File: config.mk
export PLATFORM = sky130hd
export DESIGN_NAME = cpu_status_top
export DESIGN_NICKNAME = d
export VERILOG_FILES = /design/src/rtl/cpu_dbg_pkg.sv /design/src/rtl/apb_if.sv /design/src/rtl/arch_state.sv /design/src/rtl/cpustatreg.sv /design/src/rtl/cpu_status_top.sv
export VERILOG_INCLUDE_DIRS = /design/src /design/src/rtl
export SDC_FILE = /design/constraint.sdc
export NUM_CORES = 2
export LEC_CHECK = 0
export ABC_AREA = 1
export BUFFER_PORTS_ARGS = -buffer_cell sky130_fd_sc_hd__buf_2
export CAP_MARGIN = 30
export CORE_AREA = 2 2 433 435
export DETAILED_ROUTE_END_ITERATION = 12
export DIE_AREA = 0 0 435 437
export HOLD_SLACK_MARGIN = 0.02
export PLACE_DENSITY_LB_ADDON = 0.25
export SLEW_MARGIN = 25
export SYNTH_ARGS = -nofsm -noshare
export SYNTH_HDL_FRONTEND = slang
export SYNTH_SLANG_ARGS = --single-unit
File: constraint.sdc
create_clock -name clk -period 5.2 [get_ports clk]
set_input_delay 0.26 -clock clk [delete_from_list [all_inputs] [get_ports clk]]
set_output_delay 0.26 -clock clk [all_outputs]
set_load 0.005 [all_outputs]
File: src/rtl/cpustatreg_settings.svh
`ifndef CPUSTATREG_SETTINGS_SVH
`define CPUSTATREG_SETTINGS_SVH

// APB window is 4 KB
`define CPUSTATREG_ADDR_W 12

// PC out of reset
`define CPUSTATREG_RESET_PC 64'h0000_0000_8000_0000

// Low word offsets, high word sits at +4
`define CPUSTATREG_PC  12'h000
`define CPUSTATREG_X1  12'h008
`define CPUSTATREG_X2  12'h010
`define CPUSTATREG_X3  12'h018
`define CPUSTATREG_X4  12'h020
`define CPUSTATREG_X5  12'h028
`define CPUSTATREG_X6  12'h030
`define CPUSTATREG_X7  12'h038
`define CPUSTATREG_X8  12'h040
`define CPUSTATREG_X9  12'h048
`define CPUSTATREG_X10 12'h050
`define CPUSTATREG_X11 12'h058
`define CPUSTATREG_X12 12'h060
`define CPUSTATREG_X13 12'h068
`define CPUSTATREG_X14 12'h070
`define CPUSTATREG_X15 12'h078
`define CPUSTATREG_X16 12'h080
`define CPUSTATREG_X17 12'h088
`define CPUSTATREG_X18 12'h090
`define CPUSTATREG_X19 12'h098
`define CPUSTATREG_X20 12'h0A0
`define CPUSTATREG_X21 12'h0A8
`define CPUSTATREG_X22 12'h0B0
`define CPUSTATREG_X23 12'h0B8
`define CPUSTATREG_X24 12'h0C0
`define CPUSTATREG_X25 12'h0C8
`define CPUSTATREG_X26 12'h0D0
`define CPUSTATREG_X27 12'h0D8
`define CPUSTATREG_X28 12'h0E0
`define CPUSTATREG_X29 12'h0E8
`define CPUSTATREG_X30 12'h0F0
`define CPUSTATREG_X31 12'h0F8

`endif

File: src/rtl/cpu_dbg_pkg.sv
package cpu_dbg_pkg;

// Retired instruction kinds reported on the commit port
typedef enum logic [1:0] {
    COMMIT_NOP    = 2'd0,  // PC + 4, no register write
    COMMIT_ALU    = 2'd1,  // PC + 4, rd <= commit_data
    COMMIT_JUMP   = 2'd2,  // rd <= PC + 4, PC <= target
    COMMIT_BRANCH = 2'd3   // PC <= target
} commit_op_e;

// RV64 register and PC value
typedef logic [63:0] xlen_t;

// Register index x0..x31
typedef logic [4:0] reg_idx_t;

endpackage

File: src/rtl/apb_if.sv
`timescale 1ns/1ps
`include "cpustatreg_settings.svh"

interface apb_if;

logic                           psel;
logic                           penable;
logic                           pwrite;
logic [`CPUSTATREG_ADDR_W-1:0]  paddr;
logic [31:0]                    pwdata;
logic [31:0]                    prdata;
logic                           pready;
logic                           pslverr;

modport master (
    output psel, penable, pwrite, paddr, pwdata,
    input  prdata, pready, pslverr
);

modport slave (
    input  psel, penable, pwrite, paddr, pwdata,
    output prdata, pready, pslverr
);

endinterface

File: src/rtl/arch_state.sv
`timescale 1ns/1ps
`include "cpustatreg_settings.svh"

module arch_state (
    input  logic                    clk,
    input  logic                    rstn,

    input  logic                    commit_valid,
    input  cpu_dbg_pkg::commit_op_e commit_op,
    input  cpu_dbg_pkg::reg_idx_t   commit_rd,
    input  cpu_dbg_pkg::xlen_t      commit_data,
    input  cpu_dbg_pkg::xlen_t      commit_target,

    output cpu_dbg_pkg::xlen_t      pc,
    output cpu_dbg_pkg::xlen_t      gpr [32]
);

cpu_dbg_pkg::xlen_t pc_q;
cpu_dbg_pkg::xlen_t x_q [1:31];   // x0 has no storage
cpu_dbg_pkg::xlen_t pc_plus4;
cpu_dbg_pkg::xlen_t pc_next;
cpu_dbg_pkg::xlen_t rd_data;
logic               rd_we;

assign pc_plus4 = pc_q + 64'd4;

always_comb begin: comb_next
    pc_next = pc_plus4;
    rd_data = commit_data;
    rd_we   = 1'b0;
    case (commit_op)
        cpu_dbg_pkg::COMMIT_ALU: begin
            rd_we = 1'b1;
        end
        cpu_dbg_pkg::COMMIT_JUMP: begin
            rd_we   = 1'b1;
            rd_data = pc_plus4;     // Link address
            pc_next = commit_target;
        end
        cpu_dbg_pkg::COMMIT_BRANCH: begin
            pc_next = commit_target;
        end
        default: begin
            pc_next = pc_plus4;     // NOP
        end
    endcase
    // Writes to x0 are dropped
    rd_we = rd_we & commit_valid & (commit_rd != 5'd0);
end

always_ff @(posedge clk or negedge rstn) begin: reg_state
    if (~rstn) begin
        pc_q <= `CPUSTATREG_RESET_PC;
        for (int i = 1; i < 32; i++) begin
            x_q[i] <= '0;
        end
    end
    else begin
        if (commit_valid) pc_q <= pc_next;
        if (rd_we) x_q[commit_rd] <= rd_data;
    end
end

always_comb begin: comb_gpr
    gpr[0] = '0;    // Hardwired zero
    for (int i = 1; i < 32; i++) begin
        gpr[i] = x_q[i];
    end
end

assign pc = pc_q;

endmodule

File: src/rtl/cpustatreg.sv
`timescale 1ns/1ps
`include "cpustatreg_settings.svh"

module cpustatreg (
    input  logic               clk,
    input  logic               rstn,
    apb_if.slave               apb,

    input  cpu_dbg_pkg::xlen_t pc,
    input  cpu_dbg_pkg::xlen_t gpr [32]
);

logic [31:0] rd_word;

// Word select from the low address bits, unmapped offsets give zero
always_comb begin: comb_rd_word
    rd_word = 32'b0;
    case (apb.paddr[11:0])
        `CPUSTATREG_PC  + 12'd0: rd_word = pc[31:0];
        `CPUSTATREG_PC  + 12'd4: rd_word = pc[63:32];
        `CPUSTATREG_X1  + 12'd0: rd_word = gpr[1][31:0];
        `CPUSTATREG_X1  + 12'd4: rd_word = gpr[1][63:32];
        `CPUSTATREG_X2  + 12'd0: rd_word = gpr[2][31:0];
        `CPUSTATREG_X2  + 12'd4: rd_word = gpr[2][63:32];
        `CPUSTATREG_X3  + 12'd0: rd_word = gpr[3][31:0];
        `CPUSTATREG_X3  + 12'd4: rd_word = gpr[3][63:32];
        `CPUSTATREG_X4  + 12'd0: rd_word = gpr[4][31:0];
        `CPUSTATREG_X4  + 12'd4: rd_word = gpr[4][63:32];
        `CPUSTATREG_X5  + 12'd0: rd_word = gpr[5][31:0];
        `CPUSTATREG_X5  + 12'd4: rd_word = gpr[5][63:32];
        `CPUSTATREG_X6  + 12'd0: rd_word = gpr[6][31:0];
        `CPUSTATREG_X6  + 12'd4: rd_word = gpr[6][63:32];
        `CPUSTATREG_X7  + 12'd0: rd_word = gpr[7][31:0];
        `CPUSTATREG_X7  + 12'd4: rd_word = gpr[7][63:32];
        `CPUSTATREG_X8  + 12'd0: rd_word = gpr[8][31:0];
        `CPUSTATREG_X8  + 12'd4: rd_word = gpr[8][63:32];
        `CPUSTATREG_X9  + 12'd0: rd_word = gpr[9][31:0];
        `CPUSTATREG_X9  + 12'd4: rd_word = gpr[9][63:32];
        `CPUSTATREG_X10 + 12'd0: rd_word = gpr[10][31:0];
        `CPUSTATREG_X10 + 12'd4: rd_word = gpr[10][63:32];
        `CPUSTATREG_X11 + 12'd0: rd_word = gpr[11][31:0];
        `CPUSTATREG_X11 + 12'd4: rd_word = gpr[11][63:32];
        `CPUSTATREG_X12 + 12'd0: rd_word = gpr[12][31:0];
        `CPUSTATREG_X12 + 12'd4: rd_word = gpr[12][63:32];
        `CPUSTATREG_X13 + 12'd0: rd_word = gpr[13][31:0];
        `CPUSTATREG_X13 + 12'd4: rd_word = gpr[13][63:32];
        `CPUSTATREG_X14 + 12'd0: rd_word = gpr[14][31:0];
        `CPUSTATREG_X14 + 12'd4: rd_word = gpr[14][63:32];
        `CPUSTATREG_X15 + 12'd0: rd_word = gpr[15][31:0];
        `CPUSTATREG_X15 + 12'd4: rd_word = gpr[15][63:32];
        `CPUSTATREG_X16 + 12'd0: rd_word = gpr[16][31:0];
        `CPUSTATREG_X16 + 12'd4: rd_word = gpr[16][63:32];
        `CPUSTATREG_X17 + 12'd0: rd_word = gpr[17][31:0];
        `CPUSTATREG_X17 + 12'd4: rd_word = gpr[17][63:32];
        `CPUSTATREG_X18 + 12'd0: rd_word = gpr[18][31:0];
        `CPUSTATREG_X18 + 12'd4: rd_word = gpr[18][63:32];
        `CPUSTATREG_X19 + 12'd0: rd_word = gpr[19][31:0];
        `CPUSTATREG_X19 + 12'd4: rd_word = gpr[19][63:32];
        `CPUSTATREG_X20 + 12'd0: rd_word = gpr[20][31:0];
        `CPUSTATREG_X20 + 12'd4: rd_word = gpr[20][63:32];
        `CPUSTATREG_X21 + 12'd0: rd_word = gpr[21][31:0];
        `CPUSTATREG_X21 + 12'd4: rd_word = gpr[21][63:32];
        `CPUSTATREG_X22 + 12'd0: rd_word = gpr[22][31:0];
        `CPUSTATREG_X22 + 12'd4: rd_word = gpr[22][63:32];
        `CPUSTATREG_X23 + 12'd0: rd_word = gpr[23][31:0];
        `CPUSTATREG_X23 + 12'd4: rd_word = gpr[23][63:32];
        `CPUSTATREG_X24 + 12'd0: rd_word = gpr[24][31:0];
        `CPUSTATREG_X24 + 12'd4: rd_word = gpr[24][63:32];
        `CPUSTATREG_X25 + 12'd0: rd_word = gpr[25][31:0];
        `CPUSTATREG_X25 + 12'd4: rd_word = gpr[25][63:32];
        `CPUSTATREG_X26 + 12'd0: rd_word = gpr[26][31:0];
        `CPUSTATREG_X26 + 12'd4: rd_word = gpr[26][63:32];
        `CPUSTATREG_X27 + 12'd0: rd_word = gpr[27][31:0];
        `CPUSTATREG_X27 + 12'd4: rd_word = gpr[27][63:32];
        `CPUSTATREG_X28 + 12'd0: rd_word = gpr[28][31:0];
        `CPUSTATREG_X28 + 12'd4: rd_word = gpr[28][63:32];
        `CPUSTATREG_X29 + 12'd0: rd_word = gpr[29][31:0];
        `CPUSTATREG_X29 + 12'd4: rd_word = gpr[29][63:32];
        `CPUSTATREG_X30 + 12'd0: rd_word = gpr[30][31:0];
        `CPUSTATREG_X30 + 12'd4: rd_word = gpr[30][63:32];
        `CPUSTATREG_X31 + 12'd0: rd_word = gpr[31][31:0];
        `CPUSTATREG_X31 + 12'd4: rd_word = gpr[31][63:32];
        default:                 rd_word = 32'b0;
    endcase
end

// Sampled every edge, so data is ready by the access cycle
always_ff @(posedge clk or negedge rstn) begin: reg_prdata
    if (~rstn) begin
        apb.prdata <= 32'b0;
    end
    else begin
        apb.prdata <= rd_word;
    end
end

// Zero wait states, writes have no target
assign apb.pready  = 1'b1;
assign apb.pslverr = 1'b0;

endmodule

File: src/rtl/cpu_status_top.sv
`timescale 1ns/1ps

module cpu_status_top (
    input  logic                    clk,
    input  logic                    rstn,

    input  logic                    psel,
    input  logic                    penable,
    input  logic                    pwrite,
    input  logic [11:0]             paddr,
    input  logic [31:0]             pwdata,
    output logic [31:0]             prdata,
    output logic                    pready,
    output logic                    pslverr,

    input  logic                    commit_valid,
    input  cpu_dbg_pkg::commit_op_e commit_op,
    input  cpu_dbg_pkg::reg_idx_t   commit_rd,
    input  cpu_dbg_pkg::xlen_t      commit_data,
    input  cpu_dbg_pkg::xlen_t      commit_target
);

cpu_dbg_pkg::xlen_t pc;
cpu_dbg_pkg::xlen_t gpr [32];

apb_if u_apb ();

// External APB master side
assign u_apb.psel    = psel;
assign u_apb.penable = penable;
assign u_apb.pwrite  = pwrite;
assign u_apb.paddr   = paddr;
assign u_apb.pwdata  = pwdata;
assign prdata        = u_apb.prdata;
assign pready        = u_apb.pready;
assign pslverr       = u_apb.pslverr;

arch_state u_arch_state (
    .clk           (clk),
    .rstn          (rstn),
    .commit_valid  (commit_valid),
    .commit_op     (commit_op),
    .commit_rd     (commit_rd),
    .commit_data   (commit_data),
    .commit_target (commit_target),
    .pc            (pc),
    .gpr           (gpr)
);

cpustatreg u_cpustatreg (
    .clk  (clk),
    .rstn (rstn),
    .apb  (u_apb),
    .pc   (pc),
    .gpr  (gpr)
);

endmodule

Word-level counts from Yosys, hierarchy flattened
Index checks and enable logic that the tools add are counted.

word-level totals
  register bits after elaboration = 2,080
  input bits = 185
  output and inout bits = 34
  logic and storage cells = 117

operators by class
  add/subtract/negate cells = 1
  magnitude comparators = 2
  equality and inequality tests = 66
  muxes and demuxes = 7
  bitwise operators = 3
  reduce and logical (&&, ||, !) cells = 5

operator list
  kind                                                                          count
  32-bit one-hot mux with 64 select lines                                       1
  1984-bit bitwise mux                                                          1
  12-bit by 8-bit == test with 1-bit output, second input constant              32
  64-bit demux with 5-bit select                                                1
  12-bit by 7-bit == test with 1-bit output, second input constant              16
  64-bit two-way mux                                                            3
  12-bit by 6-bit == test with 1-bit output, second input constant              8
  64-bit by 3-bit adder with 64-bit output, second input constant               1
  12-bit by 5-bit == test with 1-bit output, second input constant              4
  12-bit by 4-bit == test with 1-bit output, second input constant              2
  12-bit by 3-bit == test with 1-bit output, second input constant              1
  12-bit logical NOT                                                            1
  6-bit >= comparator, second input constant                                    1
  6-bit by 1-bit less-than comparator with 1-bit output, second input constant  1
  5-bit NOT with 6-bit output                                                   1
  5-bit nonzero test                                                            1
  2-bit == test, second input constant                                          2
  2-bit OR reduction                                                            2
  1-bit AND                                                                     2
  2-bit by 1-bit == test with 1-bit output, second input constant               1
  1-bit logical AND                                                             1
  1-bit two-way mux                                                             1

Longest topological paths before layout
  depth after elaboration = 6
  mapped depth = 14
  depth with buffers taken out = 12

Modules after synthesis
A second synthesis with hierarchy kept.

second synthesis, totals
  cell total of the unflattened synthesis = 13,280
  area, all modules = 102,000.3 µm²

by module, submodules not included
  module      instances  cells each  area an instance (µm²)
  arch_state  1          8,941       81,296.7
  cpustatreg  1          4,339       20,703.6

Worst setup path after synthesis
Ideal clock, no wire load.

  kind = flip-flop to flip-flop
  start point = register u_arch_state.pc_q[2] (netlist: u_arch_state.pc[2])
  end point = register u_arch_state.x_q (netlist bit u_arch_state.gpr[1378])
  arrival = 1,859 ps
  path slack = 3,211 ps
  cell stages (with the launch flop) = 12
  path buffers = 1
  clock period less this slack = 1,989 ps
  path through = dfrtp_1 ha_1 nand2_1 nor2_2 nand2_2 nor2_4 nand2_2 xor2_1 nand2_1 nand2_1 clkbuf_1 o21ai_1

on the way
  cells in the longest elaborated chain, start to end = 3

RTL lines
  element                                   RTL line          text
  from (decl)                               arch_state.sv:18  cpu_dbg_pkg::xlen_t pc_q;
  from (signal assigned)                    arch_state.sv:53  pc_q <= `CPUSTATREG_RESET_PC;
  from (signal assigned)                    arch_state.sv:59  if (commit_valid) pc_q <= pc_next;
  64-bit by 3-bit adder with 64-bit output  arch_state.sv:25  assign pc_plus4 = pc_q + 64'd4;
  64-bit two-way mux                        arch_state.sv:31  case (commit_op)
  1984-bit bitwise mux                      arch_state.sv:60  if (rd_we) x_q[commit_rd] <= rd_data;
  to (signal, indexed assignment)           arch_state.sv:60
  to (decl)                                 arch_state.sv:19  cpu_dbg_pkg::xlen_t x_q [1:31];

No other way between the ends.
A chain may end at the register's enable or synchronous reset.

Worst setup path in the final report
  start point = register u_arch_state.pc_q[13] (netlist: u_arch_state.pc[13])
  end point = register u_arch_state.x_q (netlist bit u_arch_state.gpr[887])

The elaborated chain is that of the path after synthesis.

==> reports/results.txt <==
The flow ran to the end, but the final reports show violations. The final reports fail on hold timing. The routability-driven placement congestion ratio is 0.972. The clock reaches the later pin of the worst-skew pair after 0.87 ns. The netlist uses 38 different library cells. The clock slew seen by the registers of the worst setup and hold paths came out at 0.06 ns.

In this run the number of H-tree levels came out at 4. The synthesized design devotes to its leading area cell type 52.3% of total area. After the first detailed-routing iteration, the DRC count stood at 12500. The multi-input gate area in the final layout came out at 0.0410 mm2. Derived from the worst setup path, the maximum achievable clock frequency is 0.282 GHz. The number of setup violations in the final report came out at 0. In the final design database the tool counted 12500 nets. In this run the critical register-to-register path is launched from u_arch_state.pc[13]$_DFFE_PN0P_. For this design the top-level I/O count stands at 219. IR analysis of the VDD net gives a maximum drop of 0.361 mV. STA puts the critical path data required time at 5.94 ns.

The tool flagged a number of max-cap violations equal to 0. For the total core area, the log shows 0.185 mm2. Summed over all nets, the half-perimeter wirelength after detailed placement is 218 mm. Relative to the synthesized area, the layout overhead comes to 10.9%.

The detail route stage leaves a number of antenna-violating nets equal to 0. The top cell types in the final layout, fill and taps aside, are sky130_fd_sc_hd__nand2_1 (3784), sky130_fd_sc_hd__nand3_1 (2890), sky130_fd_sc_hd__dfrtp_1 (2079). The fraction of the yosys area taken by sequential cells was 52.3%. The internal portion of the total power is 29500 uW. The ratio of cells with drive above 1 in the final layout is 7.75%.

The tools report the register-to-register path setup slack as 1.65 ns. The relative max-transition margin came out at 26.2%. The maximum number of pins on one net before global-route repair came out at 156. The routed design could run at a clock period as short as 3.55 ns. The worst setup path is launched from a flop.

Net switching is 27.5% of the power. The largest area contributor in the netlist was sky130_fd_sc_hd__dfrtp_1. The synthesized design contains 0 enable-type register cells. The max-slew violation count came out at 0. The clock network fraction of design power is 38.7%, and the yosys synthesis warning count is 0. After technology mapping, the gate count stands at 12700. The overall power after layout came out at 40600 uW.

In this run the static leakage power is 0.0545 uW. After detailed routing, the number of remaining DRC violations is 0. The count of buffers added on input and output ports is 181. Number of fill cells in the layout: 16300.

The tools report the total vias in the final route as 93200. Summed over all nets, the switching power comes to 11200 uW. After detailed routing, the number of vias per cell comes to 6.21. For the final clock skew, the log shows 0.0232 ns.

The die is 437 um tall. For the final routed database, the setup TNS stands at 0 ns. Total congestion overflow after global routing: 0. The final critical path takes up 68.3% of the cycle. Prior to clock tree synthesis, the placed netlist has a worst setup slack of 1.39 ns. The transition time at the pin with the least slew margin came out at 1.11 ns. Power spread over the standard cell area amounts to 368 mW/mm2. The first global-routing pass estimated 544 mm of wire. The largest driver fanout on the critical path came out at 31. After detailed placement, the design holds a cell count of 14500. The kind of end point of the critical path was a flop. For the share of power burned in registers, the log shows 50.2%. The run gives 158 as the site row count.

Across every metal layer, demand over resource in global routing totals 37.1%. The initial cell density of the core was 53.8%. The path class of the tightest hold or removal check is input port to asynchronous set/reset pin. The library cell used most frequently in the layout, excluding fill and tap cells, is sky130_fd_sc_hd__nand2_1.

The tree is rooted in a sky130_fd_sc_hd__clkbuf_16. The logs give 89100 for the via count of the first global-routing pass and 22 for the initial antenna violation count. The logs give -0.0456 ns for the worst hold slack after final layout and 0.0995 mm2 for the mapped cell area. Async set or reset register ratio after synthesis: 100%. Setup repair after global routing left no endpoint under its margin. Buffers added to address setup during post-CTS repair amount to 0. The die covers 0.190 mm2.

The sequential cells in the finished layout cover a total of 0.0521 mm2. In the post-route analysis, the smallest setup slack over all paths is 1.65 ns. Counting every net in the synthesized netlist gives 12900. The endpoint of the most critical register-to-register path is u_arch_state.gpr[887]$_DFFE_PN0P_. The proportion of power drawn by combinational gates is 11.1%, and the total clock sinks is 2080. Once the clock tree was built, the resizer swapped 0 gates to a different size. The post-route non-filler standard cell count was 15000. Measured in cells, the most critical reg-to-reg path has a length of 9. The tools report the final count of hold timing violations as 10.

The setup path with the least slack is of type flop to flop. The run gives 357 mm as the total wire length after detailed routing. TritonCTS built the clock tree.

Dividing the detail-routed wire length by the instance count gives 23.8 um. TritonCTS created 215 clock buffers. After synthesis, the cell types taking the most area are sky130_fd_sc_hd__dfrtp_1 (52%), sky130_fd_sc_hd__nand3_1 (15%), sky130_fd_sc_hd__nand2_1 (14%). A synthesized cell averages 7.81 um2. The most common flop cell mapped by yosys is sky130_fd_sc_hd__dfrtp_1.

Die boundary width: 435 um. STA puts the critical path data arrival time at 4.29 ns. The post-synthesis sequential element count was 2080; the total iterations of the first detailed-routing run was 9. No sink is reached through more buffers than the 3 on the longest clock path.
==> cell type report <==
cell class              count  share of cell area, %
diodes                     16                 0.0363
flip-flops and latches   2080                   47.2
repair buffers            562                   4.51
multi-input cells        8979                   37.2
inverters                 505                   1.78
well taps                2480                   2.81
clock inverters            59                  0.666
clock buffers             327                   5.81
==> routing by layer <==
| layer | global-route usage, % | part of all wire, % |
|---|---|---|
| met1 | 49.2 | 38 |
| met2 | 56.4 | 44 |
| met3 | 8.03 | 11 |
| met4 | 21.6 | 6.4 |
| met5 | 0 | 0.0070 |
==> logic make-up after synthesis <==
kind of cell	synth area share [%]
multiplexers	0.0428
XOR/XNOR	0.264
buffers and inverters	6.86
flip-flops	52.3
AND/OR/NAND/NOR	33.6
other	0.00755
adder cells (fa/ha/maj)	0.0377
AO/OA/AOI/OAI	6.86
==> timing repair <==
| item | CTS | global route |
|---|---|---|
| hold buffers | 106 | 3 |
| endpoints found under the hold margin | 328 | 14 |
| endpoints found under the setup margin | 0 | 0 |
==> cell usage after synthesis, types with 3 or more instances <==
master and number:
sky130_fd_sc_hd__nor2_4 25, sky130_fd_sc_hd__nor2_2 17, sky130_fd_sc_hd__inv_1 482, sky130_fd_sc_hd__dfrtp_1 2079
sky130_fd_sc_hd__buf_2 358, sky130_fd_sc_hd__or2_2 40, sky130_fd_sc_hd__ha_1 3, sky130_fd_sc_hd__inv_2 23
sky130_fd_sc_hd__buf_4 10, sky130_fd_sc_hd__nand4_1 333, sky130_fd_sc_hd__o211ai_1 48, sky130_fd_sc_hd__xor2_1 23
sky130_fd_sc_hd__buf_1 159, sky130_fd_sc_hd__xnor2_1 7, sky130_fd_sc_hd__o22ai_1 7, sky130_fd_sc_hd__o21ai_0 987
sky130_fd_sc_hd__nand3b_1 3, sky130_fd_sc_hd__o21ai_1 291, sky130_fd_sc_hd__nor3_1 9, sky130_fd_sc_hd__nor2_1 466
sky130_fd_sc_hd__clkbuf_1 650, sky130_fd_sc_hd__nand2_2 6, sky130_fd_sc_hd__nand2_1 3791, sky130_fd_sc_hd__nand3_1 2902
sky130_fd_sc_hd__or2_1 4
==> sequential cells by signal, summed over array words and instances (netlist names) <==
| name | count |
|---|---|
| u_cpustatreg.apb.prdata | 32 |
| u_arch_state.pc | 64 |
| u_arch_state.gpr | 1984 |
==> worst max-delay path by stage <==
stage	from	to	slack (ns)	depth (start not counted)
6_report	u_arch_state.pc[13]$_DFFE_PN0P_	u_arch_state.gpr[887]$_DFFE_PN0P_	1.65	9
5_1_grt	u_arch_state.pc[13]$_DFFE_PN0P_	u_arch_state.gpr[375]$_DFFE_PN0P_	1.62	9
4_1_cts	u_arch_state.pc[13]$_DFFE_PN0P_	u_arch_state.gpr[575]$_DFFE_PN0P_	1.85	9
3_5_place_dp	commit_op[0]	u_arch_state.gpr[707]$_DFFE_PN0P_	1.39	13
3_3_place_gp	commit_op[0]	u_arch_state.gpr[456]$_DFFE_PN0P_	1.39	13
2_1_floorplan	u_arch_state.pc[2]$_DFFE_PN0P_	u_arch_state.gpr[1378]$_DFFE_PN0P_	3.21	11
==> power groups by stage <==
| stage | Sequential [uW] | Combinational [uW] | Clock [uW] |
|---|---|---|---|
| after floorplan | 20100 | 2820 | 0 |
| final | 20400 | 4490 | 15700 |
| after CTS | 20300 | 4420 | 15800 |
| after detailed placement | 20600 | 4300 | 0 |
| after global placement | 20500 | 4060 | 0 |
| after global routing | 20700 | 5070 | 16500 |
==> critical path, stage by stage, from the launching register on <==
cell and delay (ns):
sky130_fd_sc_hd__dfrtp_1 0.62, sky130_fd_sc_hd__nand2_1 0.19, sky130_fd_sc_hd__nor2_1 0.40, sky130_fd_sc_hd__nand2_1 0.12
sky130_fd_sc_hd__nor2_2 0.33, sky130_fd_sc_hd__nand2_1 0.28, sky130_fd_sc_hd__o21ai_1 0.26, sky130_fd_sc_hd__nand3_2 0.76
sky130_fd_sc_hd__nand3_1 0.31, sky130_fd_sc_hd__nand2_1 0.08
==> metrics by stage <==
step | cell area, um2 | util [%]
after CTS | 110000 | 59.4
after global placement | 101000 | 54.8
final | 110000 | 59.6
after detailed placement | 102000 | 54.9
after global routing | 110000 | 59.6
after floorplan | 99500 | -
Power figures use the tool's default switching activity.
